--- src/verilog/isa_pkg.sv ---
package isa_pkg;

  //////////////////////////////////////////////////
  // Opcodes, one per top nibble of the word
  //////////////////////////////////////////////////
  typedef enum logic [3:0] {
    add    = 4'h0,  // rd = rs + rt, saturating
    sub    = 4'h1,  // rd = rs - rt, saturating
    xor_op = 4'h2,  // Bitwise xor
    red    = 4'h3,  // Reduction add of nibbles
    sll    = 4'h4,  // Shift left logical by imm4
    sra    = 4'h5,  // Shift right arithmetic
    ror    = 4'h6,  // Rotate right
    paddsb = 4'h7,  // Parallel sub-word add
    lw     = 4'h8,  // Load word
    sw     = 4'h9,  // Store word
    llb    = 4'ha,  // Load low byte, imm8
    lhb    = 4'hb,  // Load high byte, imm8
    b      = 4'hc,  // Conditional PC-relative branch
    br     = 4'hd,  // Conditional register branch, resolved later
    pcs    = 4'he,  // rd = PC + 2
    hlt    = 4'hf   // Stop fetching
  } opcode_e;

  // Branch condition codes in bits 11:9
  typedef enum logic [2:0] {
    ne     = 3'b000,  // Z clear
    eq     = 3'b001,  // Z set
    gt     = 3'b010,  // Z and N clear
    lt     = 3'b011,  // N set
    gte    = 3'b100,
    lte    = 3'b101,
    ovf    = 3'b110,  // V set
    uncond = 3'b111   // Always
  } cond_e;

  //////////////////////////////////////////////////
  // Field positions
  //////////////////////////////////////////////////
  localparam int OPCODE_MSB = 15;
  localparam int OPCODE_LSB = 12;
  localparam int REG_WIDTH  = 4;   // Register specifier width
  localparam int RD_LSB     = 8;   // rd at 11:8
  localparam int RS_LSB     = 4;   // rs at 7:4
  localparam int RT_LSB     = 0;   // rt at 3:0
  localparam int COND_LSB   = 9;   // ccc at 11:9
  localparam int COND_WIDTH = 3;
  localparam int IMM_LSB    = 0;   // Both immediates sit at the bottom
  localparam int IMM9_WIDTH = 9;   // Branch offset, in words
  localparam int IMM8_WIDTH = 8;   // llb/lhb byte

  localparam int BRANCH_SHIFT = 1;  // Word offset to byte offset

endpackage

--- src/verilog/pipe_pkg.sv ---
package pipe_pkg;

  //////////////////////////////////////////////////
  // Datapath and PC
  //////////////////////////////////////////////////
  localparam int WORD_WIDTH = 16;  // Instruction and address width

  localparam logic [WORD_WIDTH-1:0] RESET_PC = '0;  // First fetch address

  // Byte step between instructions, one word each
  localparam logic [WORD_WIDTH-1:0] PC_STEP = 16'd2;

  //////////////////////////////////////////////////
  // Instruction memory geometry
  //////////////////////////////////////////////////
  localparam int IMEM_WORDS      = 256;
  localparam int IMEM_ADDR_WIDTH = $clog2(IMEM_WORDS);  // 8

  // PC bit 0 is the byte select, so the word index starts at bit 1
  localparam int IMEM_ADDR_LSB = 1;

endpackage

--- src/verilog/instr_mem.sv ---
module instr_mem (
  input  logic                                 clk,    // System clock
  input  logic [pipe_pkg::IMEM_ADDR_WIDTH-1:0] addr,   // Read word index
  output logic [pipe_pkg::WORD_WIDTH-1:0]      rdata,  // Word at addr, same cycle
  input  logic                                 we,     // Load strobe
  input  logic [pipe_pkg::IMEM_ADDR_WIDTH-1:0] waddr,  // Load word index
  input  logic [pipe_pkg::WORD_WIDTH-1:0]      wdata   // Load data
);

  //////////////////////////////////////////////////
  // Storage
  //////////////////////////////////////////////////
  // Plain flops, one word per entry
  // Contents are kept across reset so a program loaded
  // while reset is high is still there when it falls
  logic [pipe_pkg::WORD_WIDTH-1:0] mem [pipe_pkg::IMEM_WORDS];

  // Read side, purely combinational
  assign rdata = mem[addr];

  // Write side, takes effect on the edge
  always_ff @(posedge clk) begin
    if (we) begin
      mem[waddr] <= wdata;
    end
  end

  //////////////////////////////////////////////////
  // Checks
  //////////////////////////////////////////////////
  // Loader must present a known index with every write
  a_waddr_known : assert property (
    @(posedge clk) we |-> !$isunknown(waddr)
  ) else $error("instr_mem: write with unknown address");

  // Loader data should be clean as well
  a_wdata_known : assert property (
    @(posedge clk) we |-> !$isunknown(wdata)
  ) else $error("instr_mem: write with unknown data");

endmodule

--- src/verilog/fetch_stage.sv ---
module fetch_stage (
  input  logic                                 clk,            // System clock
  input  logic                                 reset,          // Sync, active high
  input  logic                                 stall,          // Hold from hazard logic
  input  logic                                 halt,           // hlt sitting in decode
  input  logic                                 branch_taken,   // Redirect from decode
  input  logic [pipe_pkg::WORD_WIDTH-1:0]      branch_target,  // Redirect address
  input  logic                                 imem_we,        // Program load strobe
  input  logic [pipe_pkg::IMEM_ADDR_WIDTH-1:0] imem_addr,      // Program load index
  input  logic [pipe_pkg::WORD_WIDTH-1:0]      imem_wdata,     // Program load word
  output logic [pipe_pkg::WORD_WIDTH-1:0]      if_instr,       // Word at current PC
  output logic [pipe_pkg::WORD_WIDTH-1:0]      if_pc_plus2     // Current PC + 2
);

  logic [pipe_pkg::WORD_WIDTH-1:0] pc;       // Current fetch address
  logic [pipe_pkg::WORD_WIDTH-1:0] pc_new;   // Address loaded on the next edge
  logic                            pc_wen;   // PC may advance this cycle

  //////////////////////////////////////////////////
  // Next PC
  //////////////////////////////////////////////////
  assign if_pc_plus2 = pc + pipe_pkg::PC_STEP;  // Sequential successor

  // Taken branch wins over fall-through
  assign pc_new = branch_taken ? branch_target : if_pc_plus2;

  // Stall and halt both freeze the front end
  assign pc_wen = !stall && !halt;

  always_ff @(posedge clk) begin
    if (reset) begin
      pc <= pipe_pkg::RESET_PC;
    end else if (pc_wen) begin
      pc <= pc_new;
    end
  end

  //////////////////////////////////////////////////
  // Instruction memory
  //////////////////////////////////////////////////
  instr_mem imem0 (
    .clk   (clk),
    .addr  (pc[pipe_pkg::IMEM_ADDR_LSB +: pipe_pkg::IMEM_ADDR_WIDTH]),  // Word index
    .rdata (if_instr),
    .we    (imem_we),
    .waddr (imem_addr),
    .wdata (imem_wdata)
  );

  //////////////////////////////////////////////////
  // Checks
  //////////////////////////////////////////////////
  // Word aligned fetch, held over any sequence of updates
  a_pc_even : assert property (
    @(posedge clk) disable iff (reset) pc[0] == 1'b0
  ) else $error("fetch_stage: odd PC %h", pc);

  // Decode must never steer fetch to an odd address
  a_target_even : assert property (
    @(posedge clk) disable iff (reset) branch_taken |-> branch_target[0] == 1'b0
  ) else $error("fetch_stage: odd branch target %h", branch_target);

endmodule

--- src/verilog/if_id_reg.sv ---
module if_id_reg (
  input  logic                            clk,          // System clock
  input  logic                            reset,        // Sync, active high
  input  logic                            stall,        // Hold everything
  input  logic                            halt,         // Hold everything, sticky
  input  logic                            flush,        // Drop the wrong-path word
  input  logic [pipe_pkg::WORD_WIDTH-1:0] if_instr,     // From fetch
  input  logic [pipe_pkg::WORD_WIDTH-1:0] if_pc_plus2,  // From fetch
  output logic                            id_valid,     // Buffer holds a real word
  output logic [pipe_pkg::WORD_WIDTH-1:0] id_instr,     // To decode
  output logic [pipe_pkg::WORD_WIDTH-1:0] id_pc_plus2   // To decode
);

  logic hold;  // No update this edge

  assign hold = stall || halt;

  //////////////////////////////////////////////////
  // Valid bit
  //////////////////////////////////////////////////
  always_ff @(posedge clk) begin
    if (reset) begin
      id_valid <= 1'b0;            // Empty after reset
    end else if (!hold) begin
      id_valid <= !flush;          // Bubble on a taken branch
    end
  end

  //////////////////////////////////////////////////
  // Payload
  //////////////////////////////////////////////////
  // Loaded on flush too; valid low masks it
  always_ff @(posedge clk) begin
    if (!hold) begin
      id_instr    <= if_instr;
      id_pc_plus2 <= if_pc_plus2;
    end
  end

  //////////////////////////////////////////////////
  // Checks
  //////////////////////////////////////////////////
  // Unblocked flush leaves exactly one bubble behind it
  a_flush_bubble : assert property (
    @(posedge clk) disable iff (reset)
      (flush && !stall && !halt) |=> !id_valid
  ) else $error("if_id_reg: valid word after flush");

endmodule

--- src/verilog/decode_stage.sv ---
module decode_stage (
  input  logic                                 id_valid,       // Buffer word is real
  input  logic [pipe_pkg::WORD_WIDTH-1:0]      id_instr,       // Raw instruction
  input  logic [pipe_pkg::WORD_WIDTH-1:0]      id_pc_plus2,    // Its PC + 2
  input  logic                                 flag_z,         // Zero, from later stage
  input  logic                                 flag_v,         // Overflow
  input  logic                                 flag_n,         // Negative
  output logic                                 dec_valid,      // Decode outputs meaningful
  output isa_pkg::opcode_e                     dec_opcode,
  output logic [isa_pkg::REG_WIDTH-1:0]        dec_rd,
  output logic [isa_pkg::REG_WIDTH-1:0]        dec_rs,
  output logic [isa_pkg::REG_WIDTH-1:0]        dec_rt,
  output isa_pkg::cond_e                       dec_cond,
  output logic [isa_pkg::IMM8_WIDTH-1:0]       dec_imm8,
  output logic [pipe_pkg::WORD_WIDTH-1:0]      dec_pc_plus2,
  output logic                                 branch_taken,   // Redirect fetch, flush buffer
  output logic [pipe_pkg::WORD_WIDTH-1:0]      branch_target,  // PC + 2 + offset * 2
  output logic                                 halt            // hlt in decode
);

  localparam int EXT_WIDTH = pipe_pkg::WORD_WIDTH - isa_pkg::IMM9_WIDTH;  // Sign bits

  logic [isa_pkg::IMM9_WIDTH-1:0]  imm9;       // Raw branch offset, in words
  logic [pipe_pkg::WORD_WIDTH-1:0] imm9_sext;  // Sign extended
  logic [pipe_pkg::WORD_WIDTH-1:0] offset;     // Byte offset
  logic                            cond_true;  // Condition holds under flags

  //////////////////////////////////////////////////
  // Field split
  //////////////////////////////////////////////////
  assign dec_valid    = id_valid;
  assign dec_pc_plus2 = id_pc_plus2;

  assign dec_opcode = isa_pkg::opcode_e'(id_instr[isa_pkg::OPCODE_MSB:isa_pkg::OPCODE_LSB]);

  assign dec_rd = id_instr[isa_pkg::RD_LSB +: isa_pkg::REG_WIDTH];
  assign dec_rs = id_instr[isa_pkg::RS_LSB +: isa_pkg::REG_WIDTH];
  assign dec_rt = id_instr[isa_pkg::RT_LSB +: isa_pkg::REG_WIDTH];

  // Only meaningful for b and br
  assign dec_cond = isa_pkg::cond_e'(id_instr[isa_pkg::COND_LSB +: isa_pkg::COND_WIDTH]);

  assign dec_imm8 = id_instr[isa_pkg::IMM_LSB +: isa_pkg::IMM8_WIDTH];  // llb/lhb
  assign imm9     = id_instr[isa_pkg::IMM_LSB +: isa_pkg::IMM9_WIDTH];  // b only

  //////////////////////////////////////////////////
  // Condition evaluation
  //////////////////////////////////////////////////
  always_comb begin
    case (dec_cond)
      isa_pkg::ne:     cond_true = !flag_z;
      isa_pkg::eq:     cond_true = flag_z;
      isa_pkg::gt:     cond_true = !flag_z && !flag_n;
      isa_pkg::lt:     cond_true = flag_n;
      isa_pkg::gte:    cond_true = flag_z || (!flag_z && !flag_n);  // eq or gt
      isa_pkg::lte:    cond_true = flag_n || flag_z;                // lt or eq
      isa_pkg::ovf:    cond_true = flag_v;
      isa_pkg::uncond: cond_true = 1'b1;
      default:         cond_true = 1'b0;  // Unknown field, no redirect
    endcase
  end

  //////////////////////////////////////////////////
  // Branch target and redirect
  //////////////////////////////////////////////////
  assign imm9_sext = {{EXT_WIDTH{imm9[isa_pkg::IMM9_WIDTH-1]}}, imm9};
  assign offset    = imm9_sext << isa_pkg::BRANCH_SHIFT;  // Words to bytes

  // Relative to the following instruction
  assign branch_target = id_pc_plus2 + offset;

  // br is resolved further down, so it never redirects here
  assign branch_taken = id_valid && (dec_opcode == isa_pkg::b) && cond_true;

  // Stays high while hlt sits in the held buffer
  assign halt = id_valid && (dec_opcode == isa_pkg::hlt);

  //////////////////////////////////////////////////
  // Checks
  //////////////////////////////////////////////////
  // No clock in this stage, so these run on every change
  always_comb begin
    a_taken_valid : assert (!branch_taken || dec_valid)
      else $error("decode_stage: branch taken on an empty slot");
    a_halt_branch : assert (!(halt && branch_taken))
      else $error("decode_stage: halt and branch together");
  end

endmodule

--- src/verilog/cpu_front_end.sv ---
module cpu_front_end (
  input  logic                                 clk,           // System clock
  input  logic                                 reset,         // Sync, active high
  input  logic                                 stall,         // From hazard logic
  input  logic                                 flag_z,        // Condition flags
  input  logic                                 flag_v,
  input  logic                                 flag_n,
  input  logic                                 imem_we,       // Program load port
  input  logic [pipe_pkg::IMEM_ADDR_WIDTH-1:0] imem_addr,
  input  logic [pipe_pkg::WORD_WIDTH-1:0]      imem_wdata,
  output logic                                 dec_valid,     // Decoded instruction out
  output isa_pkg::opcode_e                     dec_opcode,
  output logic [isa_pkg::REG_WIDTH-1:0]        dec_rd,
  output logic [isa_pkg::REG_WIDTH-1:0]        dec_rs,
  output logic [isa_pkg::REG_WIDTH-1:0]        dec_rt,
  output isa_pkg::cond_e                       dec_cond,
  output logic [isa_pkg::IMM8_WIDTH-1:0]       dec_imm8,
  output logic [pipe_pkg::WORD_WIDTH-1:0]      dec_pc_plus2,
  output logic                                 branch_taken,  // Redirect this cycle
  output logic                                 halt           // Sticky until reset
);

  //////////////////////////////////////////////////
  // Stage to stage wires
  //////////////////////////////////////////////////
  logic [pipe_pkg::WORD_WIDTH-1:0] if_instr;       // Fetch -> buffer
  logic [pipe_pkg::WORD_WIDTH-1:0] if_pc_plus2;
  logic                            id_valid;       // Buffer -> decode
  logic [pipe_pkg::WORD_WIDTH-1:0] id_instr;
  logic [pipe_pkg::WORD_WIDTH-1:0] id_pc_plus2;
  logic [pipe_pkg::WORD_WIDTH-1:0] branch_target;  // Decode -> fetch

  // PC, adder and instruction memory
  fetch_stage fetch0 (
    .clk           (clk),
    .reset         (reset),
    .stall         (stall),
    .halt          (halt),
    .branch_taken  (branch_taken),
    .branch_target (branch_target),
    .imem_we       (imem_we),
    .imem_addr     (imem_addr),
    .imem_wdata    (imem_wdata),
    .if_instr      (if_instr),
    .if_pc_plus2   (if_pc_plus2)
  );

  // Pipeline buffer; a taken branch squashes the word behind it
  if_id_reg ifid0 (
    .clk         (clk),
    .reset       (reset),
    .stall       (stall),
    .halt        (halt),
    .flush       (branch_taken),
    .if_instr    (if_instr),
    .if_pc_plus2 (if_pc_plus2),
    .id_valid    (id_valid),
    .id_instr    (id_instr),
    .id_pc_plus2 (id_pc_plus2)
  );

  decode_stage decode0 (
    .id_valid      (id_valid),
    .id_instr      (id_instr),
    .id_pc_plus2   (id_pc_plus2),
    .flag_z        (flag_z),
    .flag_v        (flag_v),
    .flag_n        (flag_n),
    .dec_valid     (dec_valid),
    .dec_opcode    (dec_opcode),
    .dec_rd        (dec_rd),
    .dec_rs        (dec_rs),
    .dec_rt        (dec_rt),
    .dec_cond      (dec_cond),
    .dec_imm8      (dec_imm8),
    .dec_pc_plus2  (dec_pc_plus2),
    .branch_taken  (branch_taken),
    .branch_target (branch_target),
    .halt          (halt)
  );

endmodule

--- config.mk ---
export PLATFORM = sky130hd
export DESIGN_NAME = cpu_front_end
export DESIGN_NICKNAME = d
export VERILOG_FILES = /design/src/verilog/isa_pkg.sv /design/src/verilog/pipe_pkg.sv /design/src/verilog/instr_mem.sv /design/src/verilog/fetch_stage.sv /design/src/verilog/if_id_reg.sv /design/src/verilog/decode_stage.sv /design/src/verilog/cpu_front_end.sv
export SDC_FILE = /design/constraint.sdc
export NUM_CORES = 2
export LEC_CHECK = 0
export ABC_AREA = 1
export BUFFER_PORTS_ARGS = -buffer_cell sky130_fd_sc_hd__buf_2
export CAP_MARGIN = 10
export CORE_MARGIN = 1.5
export CORE_UTILIZATION = 49
export DETAILED_ROUTE_END_ITERATION = 6
export GPL_ROUTABILITY_DRIVEN = 0
export PLACE_DENSITY_LB_ADDON = 0.1
export SLEW_MARGIN = 20
export SYNTH_ARGS = -nofsm -noshare
export SYNTH_HDL_FRONTEND = slang
export SYNTH_HIERARCHICAL = 1
export SYNTH_SLANG_ARGS = --single-unit
--- constraint.sdc ---
create_clock -name clk -period 1.9 [get_ports clk]
set_clock_uncertainty 0.15 [all_clocks]
set_input_delay 0.095 -clock clk [delete_from_list [all_inputs] [get_ports clk]]
set_output_delay 0.095 -clock clk [all_outputs]
set_load 0.03 [all_outputs]
==> metrics <==
Hold Crit Depth=2; critical path required time=roughly 2600 ps; kind of critical path=flip-flop to flip-flop; pre-CTS WS=-1606 ps; Hold Path Class=primary input to flip-flop; prevailing post-synth register cell=edfxtp_1; dpl hpwl=~340,000 microns; final WL=between 500,000 and 600,000 microns; vias in the first global route=approximately 110k; core area=343,000 sq um; Max Buffers Root-to-Sink=4; FF-to-FF path depth=16; layout cells sized above 1=0.2078; largest net degree at the start of global routing=83; dpl cell area=187,000 sq um; Slew Viols, Final=0; VDD IR max=0.7749 mV; Max Clk Rate=~360 MHz; Synth cell types=36; Starting Density=0.4922; cell count after synthesis=approximately 14,000; RSZ-0062 raised after global routing=yes; total CTS buffers=roughly 430; row cnt=approximately 220; total power=about 0.21 W; die height=between 500 and 600 microns; All-Layer GR Usage=0.3136; Yosys reg bits=a little over 4,000; min Tclk post-route=around 2800 ps; Final Hold Fails=0; CP Capture Type=flip-flop; die area=348,100 sq um; Max H-tree Level=5; Post-synth EDFFs=4,128; Reg2Reg Setup Slack=-900 ps; Min-Delay Startpoint=imem_wdata[0]; remaining antenna violation count after routing=0; post-synthesis sequential area ratio=0.7363; TritonCTS clock tree=yes; reg-to-reg critical path endpoint=ifid0/id_instr[5]; Slew Limit Headroom=0.2779; YS warnings=6; Max Cap Violations=0; Hold Path End=fetch0/imem0/mem[225][0]; Remaining DRCs=2; NumNets Final=between 15,000 and 20,000; Clock Pin Slew Worst Setup and Hold Paths=60 ps; # IOs=77; WL per Instance=28.16 microns; initial DRC count=approximately 17,000; worst hold slack=slightly above 50 ps; # setup viols final=114; Pleak=around 76 nW; CP arrival=about 3500 ps; Syn-to-layout area delta=25.15%; most common cell after layout, fill and taps aside=nand2_1; Sink Count=slightly above 4,000; status=finished, violations left; worst setup margin=-902.4 ps; PortBufs=76; Final Cycle Share=1.475; pwr dens=982.1 nW/um^2; worst slew pin tran=1080 ps; final instance area=211,300 sq um; Die Wd=around 590 microns; violated checks=DRC, setup timing; FFs w/ async S/R, synth=0; first-pass GRT wire length=between 700,000 and 800,000 microns; CP max FO=11; initial antenna violation count=26; most frequent cells in the layout=nand2_1, edfxtp_1, nand3_1, buf_4, nand3_2; Mean Syn Cell Area=between 10 and 15 sq um; TritonRoute pass-1 iters=7; r2r startpoint=fetch0/pc[2]; vias=about 120k; Startpoint Class=flip-flop; clk root buf=clkbuf_16; Worst Setup SP=fetch0/pc[2]; via/cell ratio=5.951; total grt overflow=0; worst skew pair latency=1000 ps; syn nets=roughly 14,000; Synth Cell Area=about 170,000 sq um
## repair_timing
| item | 4_1_cts | 5_1_grt |
|---|---|---|
| gates resized for setup | 561 | 851 |
| hold buffers | 54 | 0 |
| setup buffers | 54 | 65 |
| setup endpoints to repair | 124 | 334 |
| pin swaps | 51 | 241 |
| gates cloned | 37 | 49 |
| hold endpoints to repair | 5934 | 0 |
## area by class of cell
| class | instances | area, sq um |
|---|---|---|
| multi-input combinational | 8810 | 44030 |
| clock buffer | 524 | 11280 |
| clock inverter | 266 | 2535 |
| inverter | 98 | 447.9 |
| sequential | 4145 | 124300 |
| timing repair buffer | 1731 | 22850 |
| timing repair inverter | 5 | 87.58 |
| fill | 26191 | 131700 |
| tap | 4557 | 5702 |
| antenna | 7 | 17.52 |
## metrics by stage
step | TNS (ps) | cells | util
CTS | -76830 | 20037 | 0.6001
finish | -40040 | 20143 | 0.6160
global route | -43090 | 20139 | 0.6160
detailed placement | -81760 | 19105 | 0.5451
floorplan | -215950 | 14041 | -
global placement | -64270 | 19105 | 0.5451
## routing by layer
layer,vias up,part of all wire,track usage
met5,-,0.000023,0
met4,2,0.038,0.1159
met3,919,0.11,0.05212
met2,6555,0.45,0.4770
met1,59895,0.40,0.4563
li1,52491,-,-
## cells by family after synthesis
logic type | Yosys count | share of synthesized area
and+or+nand+nor | 8741 | 0.2253
AOI/OAI and AO/OA | 38 | 0.001245
DFF | 4145 | 0.7363
adders and majority gates | 16 | 0.001230
buffers and inverters | 1086 | 0.03509
xor gates and xnor gates | 15 | 0.0008671
## sequential cells by signal, summed over array words and instances (netlist names)
signal	flops
fetch0/imem0/mem	4096
fetch0/pc	16
ifid0/id_instr	16
ifid0/id_pc_plus2	16
ifid0/id_valid	1
## synth_stat cells (5+ instances only)
library cell     n  area share
buf_1           70      0.0016
dfxtp_1         17      0.0020
o21ai_0         10     0.00030
edfxtp_1      4128        0.73
nor2_4           6     0.00040
buf_2          495       0.015
xor2_1          11     0.00057
nand2_1       4328       0.096
and2_1           5     0.00019
ha_1            15      0.0011
a21oi_1         21     0.00062
nor2_1         314      0.0070
inv_1           93      0.0021
nand3_1       4058        0.12
nand4_1          7     0.00026
buf_4          210      0.0093
clkbuf_1       156      0.0035
buf_6           54      0.0036
nand2_2         10     0.00037
## worst max path at each step
stage	depth (start not counted)	end
floorplan	4	fetch0/imem0/mem[164][0]
global route	6	branch_taken
finish	16	ifid0/id_instr[5]
global placement	12	ifid0/id_instr[9]
CTS	16	ifid0/id_instr[7]
detailed placement	12	ifid0/id_instr[9]
## worst max-delay path, cell delays in order, from the launching register on
cell,delay [ps]
dfxtp_4,350
buf_12,200
clkinv_16,140
buf_12,170
buf_16,150
buf_12,140
buf_16,160
buf_12,140
nand3_1,80
nand3_1,90
nand3_2,110
nand3_2,120
nand3_4,150
nand3_4,130
nand2_4,130
nand2_2,80
nand2_1,110
## power breakdown
part,total (W),leakage [nW],switching [W],internal (W)
logic,0.0228,32.1,0.0147,0.00814
clock network,0.0837,6.74,0.0359,0.0478
registers,0.101,37.3,0.000179,0.101
total,0.207,76.1,0.0508,0.157
No activity file was read; power rests on OpenSTA's default activity.
